[src/common/game_pkg.sv]
package game_pkg;

    // owner of a cell, also the player whose turn it is
    typedef enum logic [1:0] {
        npc,
        red,
        blue
    } player_t;

    typedef enum logic [1:0] {
        territory,  // plain land, empty cells included
        mountain,
        crown,
        city
    } piece_t;

    // bit 1 set means a move mode
    typedef enum logic [1:0] {
        choose     = 2'b00,
        move_total = 2'b10,
        move_half  = 2'b11
    } cursor_mode_t;

    // keyboard codes 6 and 7 carry no operation
    typedef enum logic [2:0] {
        op_up    = 3'd0,
        op_left  = 3'd1,
        op_down  = 3'd2,
        op_right = 3'd3,
        op_space = 3'd4,
        op_z     = 3'd5
    } key_op_t;

    typedef logic [3:0] coord_t;  // boards up to 16 wide
    typedef logic [8:0] troop_t;

    // fixed cells of the start layout
    localparam coord_t RED_CROWN_H  = 4'd2;
    localparam coord_t RED_CROWN_V  = 4'd3;
    localparam coord_t BLUE_CROWN_H = 4'd8;
    localparam coord_t BLUE_CROWN_V = 4'd7;

    localparam troop_t RED_CROWN_TROOP  = 9'd87;
    localparam troop_t BLUE_CROWN_TROOP = 9'd89;

    localparam coord_t MOUNTAIN_H = 4'd4;
    localparam coord_t MOUNTAIN_V = 4'd3;

    localparam coord_t CITY_H     = 4'd2;
    localparam coord_t CITY_V     = 4'd5;
    localparam troop_t CITY_TROOP = 9'd40;

endpackage

[src/board/board_store.sv]
`timescale 1ns/1ps

module board_store
    import game_pkg::*;
#(
    parameter int board_width = 10
) (
    input  logic    clock,
    input  logic    rst_n,
    input  coord_t  a_h,
    input  coord_t  a_v,
    input  coord_t  b_h,
    input  coord_t  b_v,
    input  logic    src_we,
    input  logic    dst_we,
    input  player_t wr_owner,
    input  troop_t  src_troop,
    input  troop_t  dst_troop,
    output player_t a_owner,
    output piece_t  a_piece,
    output troop_t  a_troop,
    output player_t b_owner,
    output piece_t  b_piece,
    output troop_t  b_troop
);

    // indexed [h][v]
    player_t owner_q [board_width][board_width];
    troop_t  troop_q [board_width][board_width];

    function automatic logic is_red_crown(coord_t h, coord_t v);
        return (h == RED_CROWN_H) && (v == RED_CROWN_V);
    endfunction

    function automatic logic is_blue_crown(coord_t h, coord_t v);
        return (h == BLUE_CROWN_H) && (v == BLUE_CROWN_V);
    endfunction

    // piece types never change, so they come straight from the layout
    function automatic piece_t piece_at(coord_t h, coord_t v);
        if (is_red_crown(h, v) || is_blue_crown(h, v)) begin
            return crown;
        end
        if (h == MOUNTAIN_H && v == MOUNTAIN_V) begin
            return mountain;
        end
        if (h == CITY_H && v == CITY_V) begin
            return city;
        end
        return territory;
    endfunction

    function automatic player_t start_owner(coord_t h, coord_t v);
        if (is_red_crown(h, v)) begin
            return red;
        end
        if (is_blue_crown(h, v)) begin
            return blue;
        end
        return npc;  // mountain and city too
    endfunction

    function automatic troop_t start_troop(coord_t h, coord_t v);
        if (is_red_crown(h, v)) begin
            return RED_CROWN_TROOP;
        end
        if (is_blue_crown(h, v)) begin
            return BLUE_CROWN_TROOP;
        end
        if (h == CITY_H && v == CITY_V) begin
            return CITY_TROOP;
        end
        return '0;
    endfunction

    assign a_owner = owner_q[a_h][a_v];
    assign a_piece = piece_at(a_h, a_v);
    assign a_troop = troop_q[a_h][a_v];
    assign b_owner = owner_q[b_h][b_v];
    assign b_piece = piece_at(b_h, b_v);
    assign b_troop = troop_q[b_h][b_v];

    always_ff @(posedge clock) begin
        if (!rst_n) begin
            for (int h = 0; h < board_width; h++) begin
                for (int v = 0; v < board_width; v++) begin
                    owner_q[h][v] <= start_owner(coord_t'(h), coord_t'(v));
                    troop_q[h][v] <= start_troop(coord_t'(h), coord_t'(v));
                end
            end
        end else begin
            if (src_we) begin  // source cell sits at port a
                owner_q[a_h][a_v] <= wr_owner;
                troop_q[a_h][a_v] <= src_troop;
            end
            if (dst_we) begin  // target at port b
                owner_q[b_h][b_v] <= wr_owner;
                troop_q[b_h][b_v] <= dst_troop;
            end
        end
    end

    // a move always lands on a neighbour, never on its own source
    a_no_write_overlap: assert property (
        @(posedge clock) disable iff (!rst_n)
        (src_we && dst_we) |-> (a_h != b_h || a_v != b_v)
    );

endmodule

[src/design/game_player_top.sv]
`timescale 1ns/1ps

module game_player_top
    import game_pkg::*;
#(
    parameter int board_width = 10
) (
    input  logic         clock,
    input  logic         rst_n,
    input  logic         keyboard_ready,
    input  logic [2:0]   keyboard_data,
    output logic         keyboard_read_fin,
    output coord_t       cursor_h,
    output coord_t       cursor_v,
    output cursor_mode_t cursor_mode,
    output player_t      current_player,
    output player_t      cell_owner,
    output piece_t       cell_piece,
    output troop_t       cell_troop
);

    logic    op_valid;
    key_op_t op_code;
    logic    op_hold;
    logic    op_taken;

    coord_t  a_h;
    coord_t  a_v;
    coord_t  b_h;
    coord_t  b_v;
    logic    src_we;
    logic    dst_we;
    player_t wr_owner;
    troop_t  src_troop;
    troop_t  dst_troop;
    player_t b_owner;
    piece_t  b_piece;
    troop_t  b_troop;

    key_command_latch u_key_command_latch (
        .clock             (clock),
        .rst_n             (rst_n),
        .keyboard_ready    (keyboard_ready),
        .keyboard_data     (keyboard_data),
        .op_taken          (op_taken),
        .keyboard_read_fin (keyboard_read_fin),
        .op_valid          (op_valid),
        .op_code           (op_code),
        .op_hold           (op_hold)
    );

    // port a follows the cursor, so it also feeds the cell outputs
    board_store #(
        .board_width (board_width)
    ) u_board_store (
        .clock     (clock),
        .rst_n     (rst_n),
        .a_h       (a_h),
        .a_v       (a_v),
        .b_h       (b_h),
        .b_v       (b_v),
        .src_we    (src_we),
        .dst_we    (dst_we),
        .wr_owner  (wr_owner),
        .src_troop (src_troop),
        .dst_troop (dst_troop),
        .a_owner   (cell_owner),
        .a_piece   (cell_piece),
        .a_troop   (cell_troop),
        .b_owner   (b_owner),
        .b_piece   (b_piece),
        .b_troop   (b_troop)
    );

    move_engine #(
        .board_width (board_width)
    ) u_move_engine (
        .clock          (clock),
        .rst_n          (rst_n),
        .op_valid       (op_valid),
        .op_code        (op_code),
        .op_hold        (op_hold),
        .a_owner        (cell_owner),
        .a_piece        (cell_piece),
        .a_troop        (cell_troop),
        .b_owner        (b_owner),
        .b_piece        (b_piece),
        .b_troop        (b_troop),
        .op_taken       (op_taken),
        .a_h            (a_h),
        .a_v            (a_v),
        .b_h            (b_h),
        .b_v            (b_v),
        .src_we         (src_we),
        .dst_we         (dst_we),
        .wr_owner       (wr_owner),
        .src_troop      (src_troop),
        .dst_troop      (dst_troop),
        .cursor_h       (cursor_h),
        .cursor_v       (cursor_v),
        .cursor_mode    (cursor_mode),
        .current_player (current_player)
    );

endmodule

[src/design/key_command_latch.sv]
`timescale 1ns/1ps

module key_command_latch
    import game_pkg::*;
(
    input  logic       clock,
    input  logic       rst_n,
    input  logic       keyboard_ready,
    input  logic [2:0] keyboard_data,
    input  logic       op_taken,
    output logic       keyboard_read_fin,
    output logic       op_valid,
    output key_op_t    op_code,
    output logic       op_hold
);

    logic code_is_op;

    // codes 6 and 7 are acked but never stored
    assign code_is_op = (keyboard_data <= 3'(op_z));

    // keyboard side has priority, engine waits while a key is offered
    assign op_hold = keyboard_ready;

    always_ff @(posedge clock) begin
        if (!rst_n) begin
            keyboard_read_fin <= 1'b0;
            op_valid          <= 1'b0;
        end else begin
            keyboard_read_fin <= keyboard_ready;  // one ack per offered cycle
            if (keyboard_ready && code_is_op) begin
                op_valid <= 1'b1;
            end else if (op_taken) begin
                op_valid <= 1'b0;
            end
        end
    end

    // single slot, newest key overwrites a pending one
    always_ff @(posedge clock) begin
        if (keyboard_ready && code_is_op) begin
            op_code <= key_op_t'(keyboard_data);
        end
    end

    // the engine may only consume what the latch holds
    a_taken_needs_valid: assert property (
        @(posedge clock) disable iff (!rst_n)
        op_taken |-> op_valid
    );

endmodule

[src/engine/move_engine.sv]
`timescale 1ns/1ps

module move_engine
    import game_pkg::*;
#(
    parameter int board_width = 10
) (
    input  logic         clock,
    input  logic         rst_n,
    input  logic         op_valid,
    input  key_op_t      op_code,
    input  logic         op_hold,
    input  player_t      a_owner,
    input  piece_t       a_piece,
    input  troop_t       a_troop,
    input  player_t      b_owner,
    input  piece_t       b_piece,
    input  troop_t       b_troop,
    output logic         op_taken,
    output coord_t       a_h,
    output coord_t       a_v,
    output coord_t       b_h,
    output coord_t       b_v,
    output logic         src_we,
    output logic         dst_we,
    output player_t      wr_owner,
    output troop_t       src_troop,
    output troop_t       dst_troop,
    output coord_t       cursor_h,
    output coord_t       cursor_v,
    output cursor_mode_t cursor_mode,
    output player_t      current_player
);

    localparam coord_t LAST_IDX = coord_t'(board_width - 1);

    logic    execute;
    logic    is_dir;
    logic    off_board;
    coord_t  tgt_h;
    coord_t  tgt_v;
    logic    can_enter;
    logic    target_open;
    logic    do_move;
    troop_t  half_troop;
    player_t next_player;
    coord_t  crown_h;
    coord_t  crown_v;

    // one operation per edge, and only once the keyboard has let go
    assign execute  = op_valid && !op_hold;
    assign op_taken = execute;

    assign is_dir = (op_code == op_up) || (op_code == op_left) ||
                    (op_code == op_down) || (op_code == op_right);

    // neighbour in the key direction, held at the cursor when off board
    always_comb begin
        tgt_h     = cursor_h;
        tgt_v     = cursor_v;
        off_board = 1'b1;  // space and z have no target
        case (op_code)
            op_up: begin
                off_board = (cursor_v == '0);
                if (!off_board) tgt_v = cursor_v - coord_t'(1);
            end
            op_left: begin
                off_board = (cursor_h == '0);
                if (!off_board) tgt_h = cursor_h - coord_t'(1);
            end
            op_down: begin
                off_board = (cursor_v == LAST_IDX);
                if (!off_board) tgt_v = cursor_v + coord_t'(1);
            end
            op_right: begin
                off_board = (cursor_h == LAST_IDX);
                if (!off_board) tgt_h = cursor_h + coord_t'(1);
            end
            default: ;
        endcase
    end

    assign a_h = cursor_h;
    assign a_v = cursor_v;
    assign b_h = tgt_h;
    assign b_v = tgt_v;

    assign can_enter = (a_owner == current_player) && (a_troop >= troop_t'(2));

    // only neutral land or a neutral city can be taken for now
    assign target_open = !off_board && (b_owner == npc) &&
                         ((b_piece == territory) || (b_piece == city));

    assign do_move = execute && (cursor_mode != choose) && is_dir && target_open;

    assign half_troop = a_troop >> 1;

    always_comb begin
        if (cursor_mode == move_half) begin
            dst_troop = half_troop;
            src_troop = a_troop - half_troop;  // odd troop stays behind
        end else begin
            dst_troop = a_troop - troop_t'(1);
            src_troop = troop_t'(1);
        end
    end

    assign src_we   = do_move;
    assign dst_we   = do_move;
    assign wr_owner = current_player;

    assign next_player = (current_player == red) ? blue : red;
    assign crown_h     = (next_player == red) ? RED_CROWN_H : BLUE_CROWN_H;
    assign crown_v     = (next_player == red) ? RED_CROWN_V : BLUE_CROWN_V;

    always_ff @(posedge clock) begin
        if (!rst_n) begin
            cursor_h       <= '0;
            cursor_v       <= '0;
            cursor_mode    <= choose;
            current_player <= red;
        end else if (execute) begin
            case (cursor_mode)
                choose: begin
                    if (is_dir && !off_board) begin
                        cursor_h <= tgt_h;
                        cursor_v <= tgt_v;
                    end else if (op_code == op_space && can_enter) begin
                        cursor_mode <= move_total;
                    end
                end
                move_total, move_half: begin
                    if (is_dir) begin
                        // turn passes whether or not the move went through
                        current_player <= next_player;
                        cursor_h       <= crown_h;
                        cursor_v       <= crown_v;
                        cursor_mode    <= choose;
                    end else if (op_code == op_space) begin
                        cursor_mode <= choose;
                    end else if (op_code == op_z) begin
                        cursor_mode <= (cursor_mode == move_total) ? move_half : move_total;
                    end
                end
                default: cursor_mode <= choose;
            endcase
        end
    end

    a_cursor_on_board: assert property (
        @(posedge clock) disable iff (!rst_n)
        (cursor_h <= LAST_IDX) && (cursor_v <= LAST_IDX)
    );

    a_choose_after_reset: assert property (
        @(posedge clock)
        $rose(rst_n) |-> (cursor_mode == choose)
    );

    // in move mode the cursor sits on a cell of the player, never a mountain
    a_move_source_owned: assert property (
        @(posedge clock) disable iff (!rst_n)
        (cursor_mode != choose) |-> (a_owner == current_player && a_piece != mountain)
    );

    // the target troop count only matters to a renderer; taken cells stay empty
    a_open_target_empty: assert property (
        @(posedge clock) disable iff (!rst_n)
        do_move && (b_piece == territory) |-> (b_troop == '0)
    );

endmodule

[config.mk]
export PLATFORM = sky130hd
export DESIGN_NAME = game_player_top
export DESIGN_NICKNAME = d
export VERILOG_FILES = /design/src/common/game_pkg.sv /design/src/board/board_store.sv /design/src/design/game_player_top.sv /design/src/design/key_command_latch.sv /design/src/engine/move_engine.sv
export SDC_FILE = /design/constraint.sdc
export NUM_CORES = 2
export LEC_CHECK = 0
export BUFFER_PORTS_ARGS = -buffer_cell sky130_fd_sc_hd__buf_2
export CAP_MARGIN = 25
export CORE_MARGIN = 3
export CORE_UTILIZATION = 29
export DETAILED_ROUTE_END_ITERATION = 7
export HOLD_SLACK_MARGIN = 0.06
export PLACE_DENSITY = 0.47
export SLEW_MARGIN = 10
export SYNTH_ARGS = -nofsm -noshare
export SYNTH_HDL_FRONTEND = slang
export SYNTH_SLANG_ARGS = --single-unit
[constraint.sdc]
create_clock -name clock -period 7.1 [get_ports clock]
set_input_delay 0 -clock clock [delete_from_list [all_inputs] [get_ports clock]]
set_output_delay 0 -clock clock [all_outputs]
set_load 0.05 [all_outputs]
==> results.json <==
{
  "status": "finished with violations",
  "violations": "setup timing",
  "yosys-top-cells-area": "edfxtp_1 (55%), mux4_2 (13%), mux2i_1 (5.3%)",
  "utilization_pct": 34.9,
  "whs_path_depth": 3,
  "seq_area_um2": 53300,
  "vias": 77263,
  "multi_input_area_um2": 38500,
  "coreArea_um2": 327000,
  "finalCritPeriodShare_pct": 101,
  "power_density_nw_per_um2": 239,
  "fin_skew_ns": 0.0861,
  "syn_nets": 7131,
  "grt_util_met2_pct": 42.6,
  "ys_seq_elements": 1781,
  "drtIter0Drc": 13170,
  "ir_drop_uv": 234,
  "synth_ff_type": "edfxtp_1",
  "p_leak_nw": 37.1,
  "criticalPathCategory": "reg -> reg",
  "start_kind": "flop",
  "rsz0062_at_grt": "false",
  "synth_edf_count": 1763,
  "fp.dieH_um": 580,
  "drt-total-wl_um": 521000,
  "antenna_left": 0,
  "insertion_delay_ns": 0.96,
  "critPathCaptureType": "flop",
  "netlist.area_leader.share_pct": 55.5,
  "crit_family": "compound AO/OA/AOI/OAI gates",
  "reg2reg_to": "u_board_store.troop_q[3][51]$_DFFE_PP_",
  "dr.pass1.iters": 8,
  "path_cells": "inv_2 -> ha_1 -> nand3b_1 -> nand2_1 -> o221ai_4 -> buf_4 -> o21ai_0 -> a221oi_1 -> buf_4 -> a211o_1 -> o221ai_1 -> a31o_2 -> a211oi_4 -> buf_12 -> buf_12 -> nand2_4 -> buf_12 -> o31ai_1",
  "initial_utilization_pct": 29.2,
  "fp-row-count": 210,
  "r2r_start": "u_move_engine.a_h[1]$_SDFFE_PN0P_",
  "maxCapViolations": 0,
  "layout_setup_ws_ns": -0.0954,
  "cp.required_ns": 7.76,
  "gp_congestion": 1.05,
  "yosys-top-cells-count": "edfxtp_1 (1763), o22ai_1 (597), nand2_1 (580)",
  "slowest_delay_ns": 0.86,
  "fill_cells": 31957,
  "top_usage_layer": "met2",
  "post_cts_buffers": 0,
  "max_freq_mhz": 139,
  "ys_warn_count": 0,
  "die_w_um": 580,
  "clkTransAtPathRegs_ns": 0.06,
  "wire_per_inst_um": 42.9,
  "final.min_clock_period_ns": 7.20,
  "clock_sinks": 1781,
  "dieArea_um2": 336000,
  "io_pins": 32,
  "yosysMostFrequentCell": "edfxtp_1",
  "cpMostUsedCell": "buf_12",
  "finalHoldViolCount": 0,
  "hold_start": "rst_n",
  "cts_tree": "built",
  "use_met3_pct": 11.0,
  "viasPerCell": 6.35,
  "ys_async_sr_fraction_pct": 0,
  "overflow": 0,
  "worstHoldEndpoint": "u_move_engine.current_player[0]$_SDFFE_PN1P_",
  "relSlewSlack_pct": 18.0,
  "cts-root-buf": "clkbuf_16",
  "antenna_found_initial": 72,
  "crit_path_start": "u_move_engine.a_h[1]$_SDFFE_PN0P_",
  "grt_use_met1_pct": 38.5,
  "first_global_vias": 72078,
  "worst_pin_slew_ns": 1.23,
  "synth-seq-area-share_pct": 55.8,
  "clock_path_buffers": 4,
  "cp_data_arrival_time_ns": 7.85,
  "syn-cell-area_um2": 95400,
  "layout.nets": 7647,
  "synth.avg_cell_area_um2": 13.5,
  "grt_use_total_pct": 29.9,
  "worst-path-buf-inv": 6,
  "hpwlAfterDp_um": 372000,
  "setup_viol": 3,
  "synth_area_leader_cell": "edfxtp_1",
  "drv_slew": 0,
  "hold_class": "in -> reg",
  "syn_inst": 7092,
  "grt_max_degree": 123,
  "numPortBuffers": 31,
  "ctsHtreeMaxLevel": 4,
  "r2r_setup_slack_ns": -0.1,
  "path_depth": 18,
  "tns_ns": -0.190,
  "grt_pass1_wl_um": 682000,
  "syn_to_final_growth_pct": 19.8,
  "drive_gt1_share_pct": 27.9,
  "ff2ff_path_depth": 18,
  "yosysUniqueCellTypes": 109,
  "critPathMaxFanout": 36,
  "drc": 0,
  "cts_buffers": 209,
  "slowest_stage": "o221ai_4"
}
==> final cells by class <==
| type | instances | area share [%] |
|---|---|---|
| flip-flops and latches | 1781 | 46.6 |
| multi-input cells | 4534 | 33.7 |
| repair buffers | 1043 | 8.53 |
| well taps | 4346 | 4.75 |
| clock buffers | 242 | 4.68 |
| clock inverters | 141 | 1.54 |
| inverters | 39 | 0.132 |
| diodes | 36 | 0.0788 |
==> worst register-to-register path: cells and delay by family (launching register included) <==
family          cells  cell delay [ns]
compound gates      8             3.36
simple gates        3             1.10
fa+ha+maj           1             0.37
flops               1             0.33
buf+inv             6             1.76
==> flip-flops by register name (all words and copies together) (netlist names), named ones only <==
signal,flops
u_board_store.troop_q,1440
u_move_engine.a_v,4
u_move_engine.cursor_mode,2
u_move_engine.current_player,2
u_key_command_latch.op_code,3
u_key_command_latch.op_valid,1
u_move_engine.a_h,4
u_board_store.owner_q,320
u_key_command_latch.keyboard_read_fin,1
==> power breakdown <==
group          internal [mW]  switching [mW]
Clock                   6.63            4.89
Sequential              11.7           0.121
Combinational           1.02            3.01
==> worst max path at each step <==
stage,to,slack (ns)
2_1_floorplan,u_board_store.owner_q[2][12]$_DFFE_PP_,0.80
3_3_place_gp,u_board_store.troop_q[3][51]$_DFFE_PP_,-1.08
3_5_place_dp,u_board_store.troop_q[9][71]$_DFFE_PP_,-0.01
4_1_cts,u_board_store.troop_q[9][71]$_DFFE_PP_,0.17
5_1_grt,u_board_store.troop_q[9][71]$_DFFE_PP_,0.04
6_report,u_board_store.troop_q[3][51]$_DFFE_PP_,-0.1
==> routing by layer <==
metal	share of wire, %	vias up
met1	38	40274
met4	7.2	32
met3	13	1241
met5	0.038	-
met2	42	6129
li1	-	29587
==> stage by stage <==
| step | total power, mW | hold WS [ns] | setup WS, ns | area, um^2 | cells |
|---|---|---|---|---|---|
| CTS | 27.3 | 0.0908 | 0.166 | 114000 | 12124 |
| finish | 27.4 | 0.100 | -0.0954 | 114000 | 12162 |
| floorplan | 13.8 | 0.0989 | 0.802 | 95400 | 7092 |
| global placement | 15.9 | 0.180 | -1.08 | 107000 | 11719 |
| global route | 27.8 | 0.102 | 0.0425 | 114000 | 12130 |
| detailed placement | 15.9 | 0.190 | -0.0119 | 107000 | 11731 |
==> placed cells by master (no fill, tap or decap), drive strengths merged, types with 53 or more instances in the layout <==
| cell | count |
|---|---|
| edfxtp | 1763 |
| nor3 | 136 |
| clkbuf | 243 |
| a31oi | 53 |
| nand3 | 263 |
| or3 | 78 |
| o22ai | 597 |
| nand4 | 53 |
| nand2 | 582 |
| mux4 | 555 |
| clkinv | 93 |
| nand2b | 106 |
| buf | 1032 |
| nor2 | 423 |
| o21ai | 184 |
| or2 | 61 |
| a21oi | 219 |
| mux2i | 505 |
| o31ai | 311 |
==> cells by family (layout without fill, tap and decap cells) <==
| kind of cell | count (synthesis) | count (layout) | synth area share (%) |
|---|---|---|---|
| adders and majority gates | 33 | 33 | 0.440 |
| buffers and inverters | 777 | 1465 | 4.17 |
| other | 0 | 36 | 0 |
| muxes | 1066 | 1066 | 18.5 |
| and+or+nand+nor | 1804 | 1804 | 9.40 |
| AOI/OAI and AO/OA | 1614 | 1614 | 11.5 |
| xor gates and xnor gates | 17 | 17 | 0.156 |
| DFF | 1781 | 1781 | 55.8 |
==> timing repair <==
| action | CTS | global route |
|---|---|---|
| gates resized for setup | 1 | 1 |
| endpoints found under the hold margin | 261 | 0 |
| hold buffers | 10 | 0 |
| setup endpoints to repair | 1 | 2 |
(Power assumes the default switching activity.)
